==> config.mk <==
export PLATFORM = sky130hd
export DESIGN_NAME = tx_status_top
export DESIGN_NICKNAME = d
export VERILOG_FILES = /design/src/design/tx_report_pkg.sv /design/src/design/reg_bus_pkg.sv /design/src/design/status_word_fifo.sv /design/src/design/tx_status_fifo.sv /design/src/design/status_reg_read.sv /design/src/design/tx_status_top.sv
export VERILOG_INCLUDE_DIRS = /design/src /design/src/design
export SDC_FILE = /design/constraint.sdc
export NUM_CORES = 2
export LEC_CHECK = 0
export BUFFER_PORTS_ARGS = -buffer_cell sky130_fd_sc_hd__buf_2
export CAP_MARGIN = 20
export CELL_PAD_IN_SITES_DETAIL_PLACEMENT = 1
export CELL_PAD_IN_SITES_GLOBAL_PLACEMENT = 1
export CORE_UTILIZATION = 55
export CTS_BUF_LIST = sky130_fd_sc_hd__clkbuf_8
export CTS_CLUSTER_SIZE = 28
export DETAILED_ROUTE_END_ITERATION = 8
export PLACE_DENSITY = 0.79
export SETUP_SLACK_MARGIN = 0.15
export SLEW_MARGIN = 30
export SYNTH_ARGS = -nofsm -noshare
export SYNTH_HDL_FRONTEND = slang
export SYNTH_HIERARCHICAL = 1
export SYNTH_SLANG_ARGS = --single-unit
==> constraint.sdc <==
create_clock -name clk -period 5 [get_ports clk]
set_input_delay 1 -clock clk [delete_from_list [all_inputs] [get_ports clk]]
set_output_delay 1 -clock clk [all_outputs]
set_load 0.005 [all_outputs]
==> src/design/tx_status_settings.svh <==
// FIFO depth, fill-count width and register addresses of the transmit-status path
`ifndef TX_STATUS_SETTINGS_SVH
`define TX_STATUS_SETTINGS_SVH

// Status FIFO depth, any power of two
`define TX_STATUS_FIFO_DEPTH 64

// Fill count spans 0 to depth inclusive
`define TX_STATUS_COUNT_W 7

// Register map of the read port
`define TX_STATUS_REG_ADDR   5'h16  // Pops one status word
`define TX_STATUS_LEVEL_ADDR 5'h17  // Fill level and drop count

`endif

==> src/design/tx_report_pkg.sv <==
// Transmit report and status word types
package tx_report_pkg;

    // One report per finished transmit attempt
    typedef struct packed {
        logic [3:0] cw;               // Contention window exponent
        logic [9:0] num_slot_random;  // Random backoff slots
        logic [1:0] linux_prio;
        logic [1:0] tx_queue_idx;     // Hardware queue
        logic [5:0] bd_wr_idx;        // Buffer descriptor write index
        logic [4:0] tx_status;
    } tx_report_t;

    // Word as software sees it, msb first
    typedef struct packed {
        logic [3:0] cw_log;           // cw plus top slot bit, wraps
        logic [8:0] slots;            // Low slot bits
        logic [1:0] linux_prio;
        logic [1:0] tx_queue_idx;
        logic [3:0] reserved;         // Always zero
        logic [5:0] bd_wr_idx;
        logic [4:0] tx_status;
    } tx_status_word_t;

endpackage

==> src/design/reg_bus_pkg.sv <==
// Register read request and reply types
package reg_bus_pkg;

    typedef logic [4:0]  reg_addr_t;  // Word address
    typedef logic [31:0] reg_data_t;

    // Address phase, qualified by rd_valid
    typedef struct packed {
        reg_addr_t addr;
    } reg_rd_req_t;

    // Registered reply, qualified by rsp_valid
    typedef struct packed {
        reg_data_t data;
    } reg_rd_rsp_t;

endpackage

==> src/design/status_word_fifo.sv <==
// Single-clock first-word-fall-through FIFO of status words with fill count
`timescale 1ns/1ps
`include "tx_status_settings.svh"

module status_word_fifo
    import tx_report_pkg::*;
(
    input  logic                          clk,
    input  logic                          rstn,
    input  logic                          wr_en,
    input  tx_status_word_t               din,
    input  logic                          rd_en,
    output tx_status_word_t               dout,
    output logic                          empty,
    output logic                          full,
    output logic [`TX_STATUS_COUNT_W-1:0] count
);

    localparam int DEPTH = `TX_STATUS_FIFO_DEPTH;
    localparam int PTR_W = $clog2(DEPTH);

    tx_status_word_t  mem [DEPTH];  // Entry storage
    logic [PTR_W-1:0] wr_ptr;       // Next free slot
    logic [PTR_W-1:0] rd_ptr;       // Head slot
    logic             wr_ok;        // Write really happens
    logic             rd_ok;        // Read really happens

    assign empty = (count == '0);
    assign full  = (count == `TX_STATUS_COUNT_W'(DEPTH));

    // Pop on empty ignored
    assign rd_ok = rd_en && !empty;

    // Full still takes a write when a read frees the head
    assign wr_ok = wr_en && (!full || rd_en);

    // Head always visible, no read latency
    assign dout = mem[rd_ptr];

    always_ff @(posedge clk) begin
        if (wr_ok) begin
            mem[wr_ptr] <= din;
        end
    end

    // Pointers wrap naturally at the power-of-two depth
    always_ff @(posedge clk) begin
        if (!rstn) begin
            wr_ptr <= '0;
            rd_ptr <= '0;
            count  <= '0;
        end else begin
            if (wr_ok) begin
                wr_ptr <= wr_ptr + 1'b1;
            end
            if (rd_ok) begin
                rd_ptr <= rd_ptr + 1'b1;
            end
            case ({wr_ok, rd_ok})
                2'b10:   count <= count + 1'b1;  // Write only
                2'b01:   count <= count - 1'b1;  // Read only
                default: count <= count;         // Both or neither
            endcase
        end
    end

endmodule

==> src/design/tx_status_fifo.sv <==
// Report capture, status word packing, status FIFO and drop counter
`timescale 1ns/1ps
`include "tx_status_settings.svh"

module tx_status_fifo
    import tx_report_pkg::*;
(
    input  logic                          clk,
    input  logic                          rstn,
    input  logic                          report_valid,
    input  tx_report_t                    report,
    input  logic                          pop,
    output tx_status_word_t               status_word,
    output logic                          status_empty,
    output logic [`TX_STATUS_COUNT_W-1:0] fill_count,
    output logic [7:0]                    drop_count
);

    logic            wr_en;      // Report strobe delayed one cycle
    tx_status_word_t word_in;    // Packed word waiting for the write
    logic            fifo_full;
    logic            drop;       // Write lost to a full FIFO

    always_ff @(posedge clk) begin
        if (!rstn) begin
            wr_en <= 1'b0;
        end else begin
            wr_en <= report_valid;
        end
    end

    // Pack on the edge after the strobe
    always_ff @(posedge clk) begin
        if (report_valid) begin
            // Exponent plus top slot bit, 4-bit wrap
            word_in.cw_log       <= report.cw + {3'b000, report.num_slot_random[9]};
            word_in.slots        <= report.num_slot_random[8:0];
            word_in.linux_prio   <= report.linux_prio;
            word_in.tx_queue_idx <= report.tx_queue_idx;
            word_in.reserved     <= 4'd0;
            word_in.bd_wr_idx    <= report.bd_wr_idx;
            word_in.tx_status    <= report.tx_status;
        end
    end

    // Same-cycle pop makes room, so no drop then
    assign drop = wr_en && fifo_full && !pop;

    // Saturating drop counter
    always_ff @(posedge clk) begin
        if (!rstn) begin
            drop_count <= 8'd0;
        end else if (drop && (drop_count != 8'hff)) begin
            drop_count <= drop_count + 1'b1;
        end
    end

    status_word_fifo u_fifo (
        .clk   (clk),
        .rstn  (rstn),
        .wr_en (wr_en),
        .din   (word_in),
        .rd_en (pop),
        .dout  (status_word),   // Head word, fall-through
        .empty (status_empty),
        .full  (fifo_full),
        .count (fill_count)
    );

endmodule

==> src/design/status_reg_read.sv <==
// Register read decode, FIFO pop strobe and registered read reply
`timescale 1ns/1ps
`include "tx_status_settings.svh"

module status_reg_read
    import tx_report_pkg::*;
    import reg_bus_pkg::*;
(
    input  logic                          clk,
    input  logic                          rstn,
    input  logic                          rd_valid,
    input  reg_rd_req_t                   rd_req,
    input  tx_status_word_t               status_word,
    input  logic                          status_empty,
    input  logic [`TX_STATUS_COUNT_W-1:0] fill_count,
    input  logic [7:0]                    drop_count,
    output logic                          pop,
    output logic                          rsp_valid,
    output reg_rd_rsp_t                   rsp
);

    logic      sel_status;  // Status pop register hit
    logic      sel_level;   // Fill/drop register hit
    reg_data_t rd_data;     // Reply before the output register

    assign sel_status = (rd_req.addr == `TX_STATUS_REG_ADDR);
    assign sel_level  = (rd_req.addr == `TX_STATUS_LEVEL_ADDR);

    // One pop per status read strobe
    assign pop = rd_valid && sel_status;

    always_comb begin
        rd_data = '0;  // Unmapped addresses read zero
        if (sel_status) begin
            // All ones marks an empty FIFO
            rd_data = status_empty ? '1 : reg_data_t'(status_word);
        end else if (sel_level) begin
            rd_data[`TX_STATUS_COUNT_W-1:0] = fill_count;
            rd_data[23:16]                  = drop_count;
        end
    end

    // Every strobe answered one cycle later
    always_ff @(posedge clk) begin
        if (!rstn) begin
            rsp_valid <= 1'b0;
        end else begin
            rsp_valid <= rd_valid;
        end
    end

    // Data sampled in the strobe cycle
    always_ff @(posedge clk) begin
        if (rd_valid) begin
            rsp.data <= rd_data;
        end
    end

endmodule

==> src/design/tx_status_top.sv <==
// Transmit-status top with report FIFO block and register read port
`timescale 1ns/1ps
`include "tx_status_settings.svh"

module tx_status_top
    import tx_report_pkg::*;
    import reg_bus_pkg::*;
(
    input  logic        clk,
    input  logic        rstn,
    input  logic        report_valid,
    input  tx_report_t  report,
    input  logic        rd_valid,
    input  reg_rd_req_t rd_req,
    output logic        rsp_valid,
    output reg_rd_rsp_t rsp
);

    tx_status_word_t                status_word;   // FIFO head
    logic                           status_empty;
    logic [`TX_STATUS_COUNT_W-1:0]  fill_count;
    logic [7:0]                     drop_count;
    logic                           pop;           // From read decode

    tx_status_fifo u_tx_status_fifo (
        .clk          (clk),
        .rstn         (rstn),
        .report_valid (report_valid),
        .report       (report),
        .pop          (pop),
        .status_word  (status_word),
        .status_empty (status_empty),
        .fill_count   (fill_count),
        .drop_count   (drop_count)
    );

    status_reg_read u_status_reg_read (
        .clk          (clk),
        .rstn         (rstn),
        .rd_valid     (rd_valid),
        .rd_req       (rd_req),
        .status_word  (status_word),
        .status_empty (status_empty),
        .fill_count   (fill_count),
        .drop_count   (drop_count),
        .pop          (pop),
        .rsp_valid    (rsp_valid),
        .rsp          (rsp)
    );

endmodule

==> Yosys cells after proc, flatten, opt, wreduce, memory -nomap -nowiden <==
Memories as Yosys holds them, arrays and structs flattened. A register that Yosys moved wholly into a read port is not among the register bits.
Index checks and enable logic that the tools add are counted.
Widths: inputs -> output; s select.
{ "classes": {"n_mux": 10, "bitwise": 0, "n_lt_le_gt_ge": 0, "reduce_logical": 12, "n_mul": 0, "shifts": 0, "n_eq_ne": 6, "n_addsub": 6, "div_mod_pow": 0} }
{ "op_table": {"columns": ["operator", "n"], "rows": [
  ["$mux 32", 1],
  ["$mux 8", 2],
  ["$mux 7", 2],
  ["$pmux 7 s2", 1],
  ["$add 6x1->6 const B", 2],
  ["$mux 6", 2],
  ["$eq 5x5->1 const B", 2],
  ["$add 8x1->8 const B", 1],
  ["$ne 8x8->1 const B", 1],
  ["$add 7x1->7 const B", 1],
  ["$eq 7x7->1 const B", 1],
  ["$logic_not 7->1", 1],
  ["$sub 7x1->7 const B", 1],
  ["$logic_and 1x1->1", 6],
  ["$add 4x1->4", 1],
  ["$logic_not 1->1", 3],
  ["$eq 2x1->1 const B", 1],
  ["$eq 2x2->1 const B", 1],
  ["$mux 1", 2],
  ["$reduce_bool 2->1", 1],
  ["$logic_or 1x1->1", 1]
]} }
{ "word_totals": {"ram_bits": 1792, "rom_bits": 0, "out_inout_bits": 33, "input_bits": 38, "word_cells": 49, "memories": 1, "reg_bits": 89, "latchBits": 0} }
{ "memory_table": {"columns": ["name", "depth", "word_bits", "rd", "rd_ports_with_merged_regs", "write_ports", "line", "rtl"], "rows": [
  ["u_tx_status_fifo.u_fifo.mem", 64, 28, 1, 1, 1, "status_word_fifo.sv:22", "tx_status_word_t mem [DEPTH];"]
]} }

==> Longest topological paths before layout <==
{ "logic_depth": {"depth_word": 6, "mapped_depth": 14, "ltp_nobuf": 12} }

==> Modules after synthesis <==
Netlist, hierarchy kept.
{ "by_module_without_submodules": {"columns": ["mod", "cells_per_inst", "seq_area_each_um2", "n_inst", "area_per_inst_um2"], "rows": [
  ["status_word_fifo", 3507, 61999.5, 1, 78944.5],
  ["status_reg_read", 126, 980.9, 1, 1697.9],
  ["tx_status_fifo", 80, 1021.0, 1, 1346.3]
]} }

==> Least setup slack after synthesis <==
OpenSTA, ideal clock, no wires.
{ "synth_timing": {"path_type": "input port to flip-flop", "startpoint": "in rd_req[0] (netlist name)", "endpoint": "mem u_tx_status_fifo/u_fifo/mem[59][0] (netlist name) (enable)", "path_stages": 8, "setup_time_ns": 0.421, "arrival_ns": 3.684, "path_buffers": 2, "setup_slack_ns": 0.895, "required_ns": 4.579, "path_cell_list": "buf_2 -> buf_6 -> nor3b_1 -> o41a_4 -> inv_2 -> nor2_2 -> nand3_2 -> nor2_1"} }
{ "synth_via": {"elab_chain_cells": 6} }
{ "synth_rtl": {"columns": ["item", "line", "rtl"], "rows": [
  ["start, declared", "tx_status_top.sv:14", "input reg_rd_req_t rd_req,"],
  ["$eq 5x5->1 (no line)", null, null],
  ["$logic_and 1x1->1", "status_reg_read.sv:30", "assign pop = rd_valid && sel_status;"],
  ["named net pop", "tx_status_top.sv:23", "logic pop;"],
  ["$logic_or 1x1->1", "status_word_fifo.sv:35", "assign wr_ok = wr_en && (!full || rd_en);"],
  ["$logic_and 1x1->1", "status_word_fifo.sv:35", null],
  ["$mux 1", "status_word_fifo.sv:41", "if (wr_ok) begin"],
  ["$mux 1 (not written as such)", "status_word_fifo.sv:42", "mem[wr_ptr] <= din;"],
  ["end, declared", "status_word_fifo.sv:22", null]
]} }
The timed path passes the listed nets, and every way through them passes these cells.

==> flow_metrics.env <==
export IMPL_status="finished clean"
export IMPL_antenna_left=0
export IMPL_avgSynthCellArea_um2=22.1
export IMPL_initial_core_util=0.555
export IMPL_wl_per_cell_um=34.9
export IMPL_cp_cell_sequence="buf_12, buf_12, mux4_2, o221ai_1, o22ai_1, and3_1, nor3_2, nor3_2"
export IMPL_fp_dieH_um=388
export IMPL_rsz0062_at_grt="no"
export IMPL_yosys_top_cells_count="edfxtp_1, mux4_2, nor2_1"
export IMPL_synth_area_leaders="edfxtp_1, mux4_2, dfxtp_1"
export IMPL_tritoncts="done"
export IMPL_cp_slowest_cell="dfxtp_4"
export IMPL_place_hpwl_um=134000
export IMPL_worstPathArrival_ns=4.61
export IMPL_drive_gt1_frac=0.291
export IMPL_worstSetupPathType="reg2reg"
export IMPL_reg2reg_to="u_status_reg_read/rsp[18]"
export IMPL_path_delay_family="compound AO/OA/AOI/OAI gates"
export IMPL_drt_wl_total_um=229000
export IMPL_relSlewSlack=0.311
export IMPL_synth_edf_count=2108
export IMPL_synth_main_ff_cell="edfxtp_1"
export IMPL_track_usage=0.307
export IMPL_cts_setup_buffers=0
export IMPL_place_ws_ns=0.889
export IMPL_final_setup_viol_count=0
export IMPL_synth_area_mm2=0.0820
export IMPL_worst_pin_slew_ns=1.03
export IMPL_synth_largest_area_cell="edfxtp_1"
export IMPL_post_cts_resized=0
export IMPL_setup_tns_ns=0
export IMPL_drv_slew=0
export IMPL_max_stage_delay_ns=0.67
export IMPL_core_area_mm2=0.148
export IMPL_synthCells=3713
export IMPL_seq_area_frac_synth=0.781
export IMPL_clockRootBuffer="clkbuf_8"
export IMPL_grt_pass1_vias=45153
export IMPL_synth_top_cell_area_share=0.772
export IMPL_worstSetupStartpointType="flip-flop"
export IMPL_drt_vias_per_instance=6.47
export IMPL_hold_path_end="u_tx_status_fifo/word_in[25]"
export IMPL_synth_async_reset_ratio=0
export IMPL_ys_types=74
export IMPL_numCtsBuffers=345
export IMPL_gp_congestion=0.871
export IMPL_cts_buffer_depth=4
export IMPL_drt_initial_drc_count=5608
export IMPL_fill_cells=12102
export IMPL_min_period_ns=3.87
export IMPL_grt_overflow=0
export IMPL_post_route_util=0.634
export IMPL_ioPinCount=71
export IMPL_stdcell_count=6569
export IMPL_drv_cap=0
export IMPL_ff2ff_path_depth=8
export IMPL_htreeDepth=5
export IMPL_p_leak_nw=29.2
export IMPL_endpoint_kind="flip-flop"
export IMPL_yosysWarningCount=6
export IMPL_ir_drop_v=0.000257
export IMPL_hold_class="in2reg"
export IMPL_dieArea_mm2=0.151
export IMPL_rrSetupSlack_ns=1.13
export IMPL_grt_first_pass_wirelength_um=324000
export IMPL_vias=42519
export IMPL_cp_buffers_inverters=2
export IMPL_synth_most_common_cell="edfxtp_1"
export IMPL_ys_seq_elements=2143
export IMPL_nets=4429
export IMPL_hp_start="report[21]"
export IMPL_area_delta_synth_final_pct=14.2
export IMPL_whs_path_depth=1
export IMPL_cp_max_fo=39
export IMPL_p_per_area_mw_per_mm2=368
export IMPL_cts_hold_fix_buffers=0
export IMPL_cp_required_ns=5.74
export IMPL_num_rows=141
export IMPL_fin_crit_sh=0.774
export IMPL_fin_skew_ns=0.0725
export IMPL_cts_sinks=2143
export IMPL_drc=0
export IMPL_clk_latency_ns=1.04
export IMPL_grt_max_degree=82
export IMPL_clkTransAtPathRegs_ns=0.07
export IMPL_antenna_found_initial=15
export IMPL_die_width_um=388
export IMPL_hold_violations=0
export IMPL_port_buffers=70
export IMPL_fmax_mhz=258
export IMPL_first_pass_iters=6
export IMPL_setup_slack_ns=1.13
export IMPL_dp_cells=5964
-- power breakdown --
part           switching [mW]  internal (mW)  total (mW)
clock                    6.76           6.93        13.7
combinational           0.658          0.136       0.794
sequential             0.0504           19.9        20.0
total                    7.46           27.0        34.5
-- kinds of logic after synthesis --
family	after synthesis	synth area share
DFF	2143	0.781
muxes	543	0.144
and+or+nand+nor	516	0.0352
AOI/OAI and AO/OA	265	0.0238
buffers and inverters	219	0.0132
xor gates and xnor gates	18	0.00192
adders and majority gates	8	0.00122
other	1	0.0000457
-- routing by layer --
metal,share of wire,track usage
met1,0.35,0.395
met2,0.49,0.500
met5,0.00030,0
met3,0.10,0.0625
met4,0.055,0.157
-- worst register-to-register path: stages, from the launching register on --
cell      delay (ns)
dfxtp_4         0.67
buf_12          0.29
buf_12          0.36
mux4_2          0.60
o221ai_1        0.63
o22ai_1         0.50
and3_1          0.31
nor3_2          0.16
nor3_2          0.07
-- placed cells by master, fill, tap and decap left out, drive strengths merged, types with 5 or more instances in the layout --
cell    Yosys  final
nand3      69     69
and3       29     29
xor2       12     12
buf       121    282
mux4      508    508
nand4      64     64
and2        7      7
a211o       6      6
ha          8      8
nand2      96     96
nand2b     14     14
xnor2       6      6
o21ai      23     23
clkbuf     93    363
inv         3    114
nor2b      45     45
or3         5      5
diode       0      6
mux2        7      7
edfxtp   2108   2108
bufinv      0      5
or2         5      5
o22ai      63     63
mux2i      28     28
a211oi     26     26
clkinv      2    116
o221ai     47     47
a22oi      60     60
conb        1    256
a21oi      13     13
nor2      110    110
nor3       54     54
dfxtp      35     35
-- worst max-delay path by stage --
stage,cells past startpoint,start,to
5_1_grt,9,flip-flop,u_status_reg_read/rsp[29]
3_3_place_gp,14,rd_req[3],u_tx_status_fifo/u_fifo/count[4]
2_1_floorplan,8,rd_req[0],u_tx_status_fifo/u_fifo/mem[59][0]
6_report,8,flip-flop,u_status_reg_read/rsp[18]
3_5_place_dp,14,rd_req[3],u_tx_status_fifo/u_fifo/count[4]
4_1_cts,11,flip-flop,u_status_reg_read/rsp[15]
-- final cells by class --
| class | count | area (um2) | area share |
|---|---|---|---|
| tap | 1930 | 2410 | 0.0258 |
| clock inverter | 234 | 1070 | 0.0114 |
| clock buffer | 363 | 5000 | 0.0533 |
| sequential | 2143 | 64000 | 0.684 |
| multi-input combinational | 1606 | 18400 | 0.196 |
| inverter | 5 | 18.8 | 0.000200 |
| timing repair buffer | 282 | 2750 | 0.0294 |
| antenna | 6 | 15.0 | 0.000160 |
-- state kept, by name, summed over array words and instances (netlist names), named ones only --
register / flops
u_tx_status_fifo/u_fifo/rd_ptr: 6
u_status_reg_read/rsp_valid: 1
u_tx_status_fifo/u_fifo/wr_ptr: 6
u_tx_status_fifo/drop_count: 8
u_tx_status_fifo/u_fifo/mem: 2048
u_tx_status_fifo/u_fifo/count: 7
u_tx_status_fifo/word_in: 28
u_status_reg_read/rsp: 32
u_tx_status_fifo/wr_en: 1
-- stage by stage --
stage	hold slack [ns]	instance area [um2]	power, mW
final	0.143	93700	34.5
after global routing	0.102	93600	35.3
after CTS	0.0486	93600	34.6
after detailed placement	0.538	87600	21.1
after global placement	0.508	87500	21.1
after floorplan	0.480	82900	20.7
Note: power is estimated with default switching activity, not from simulation.
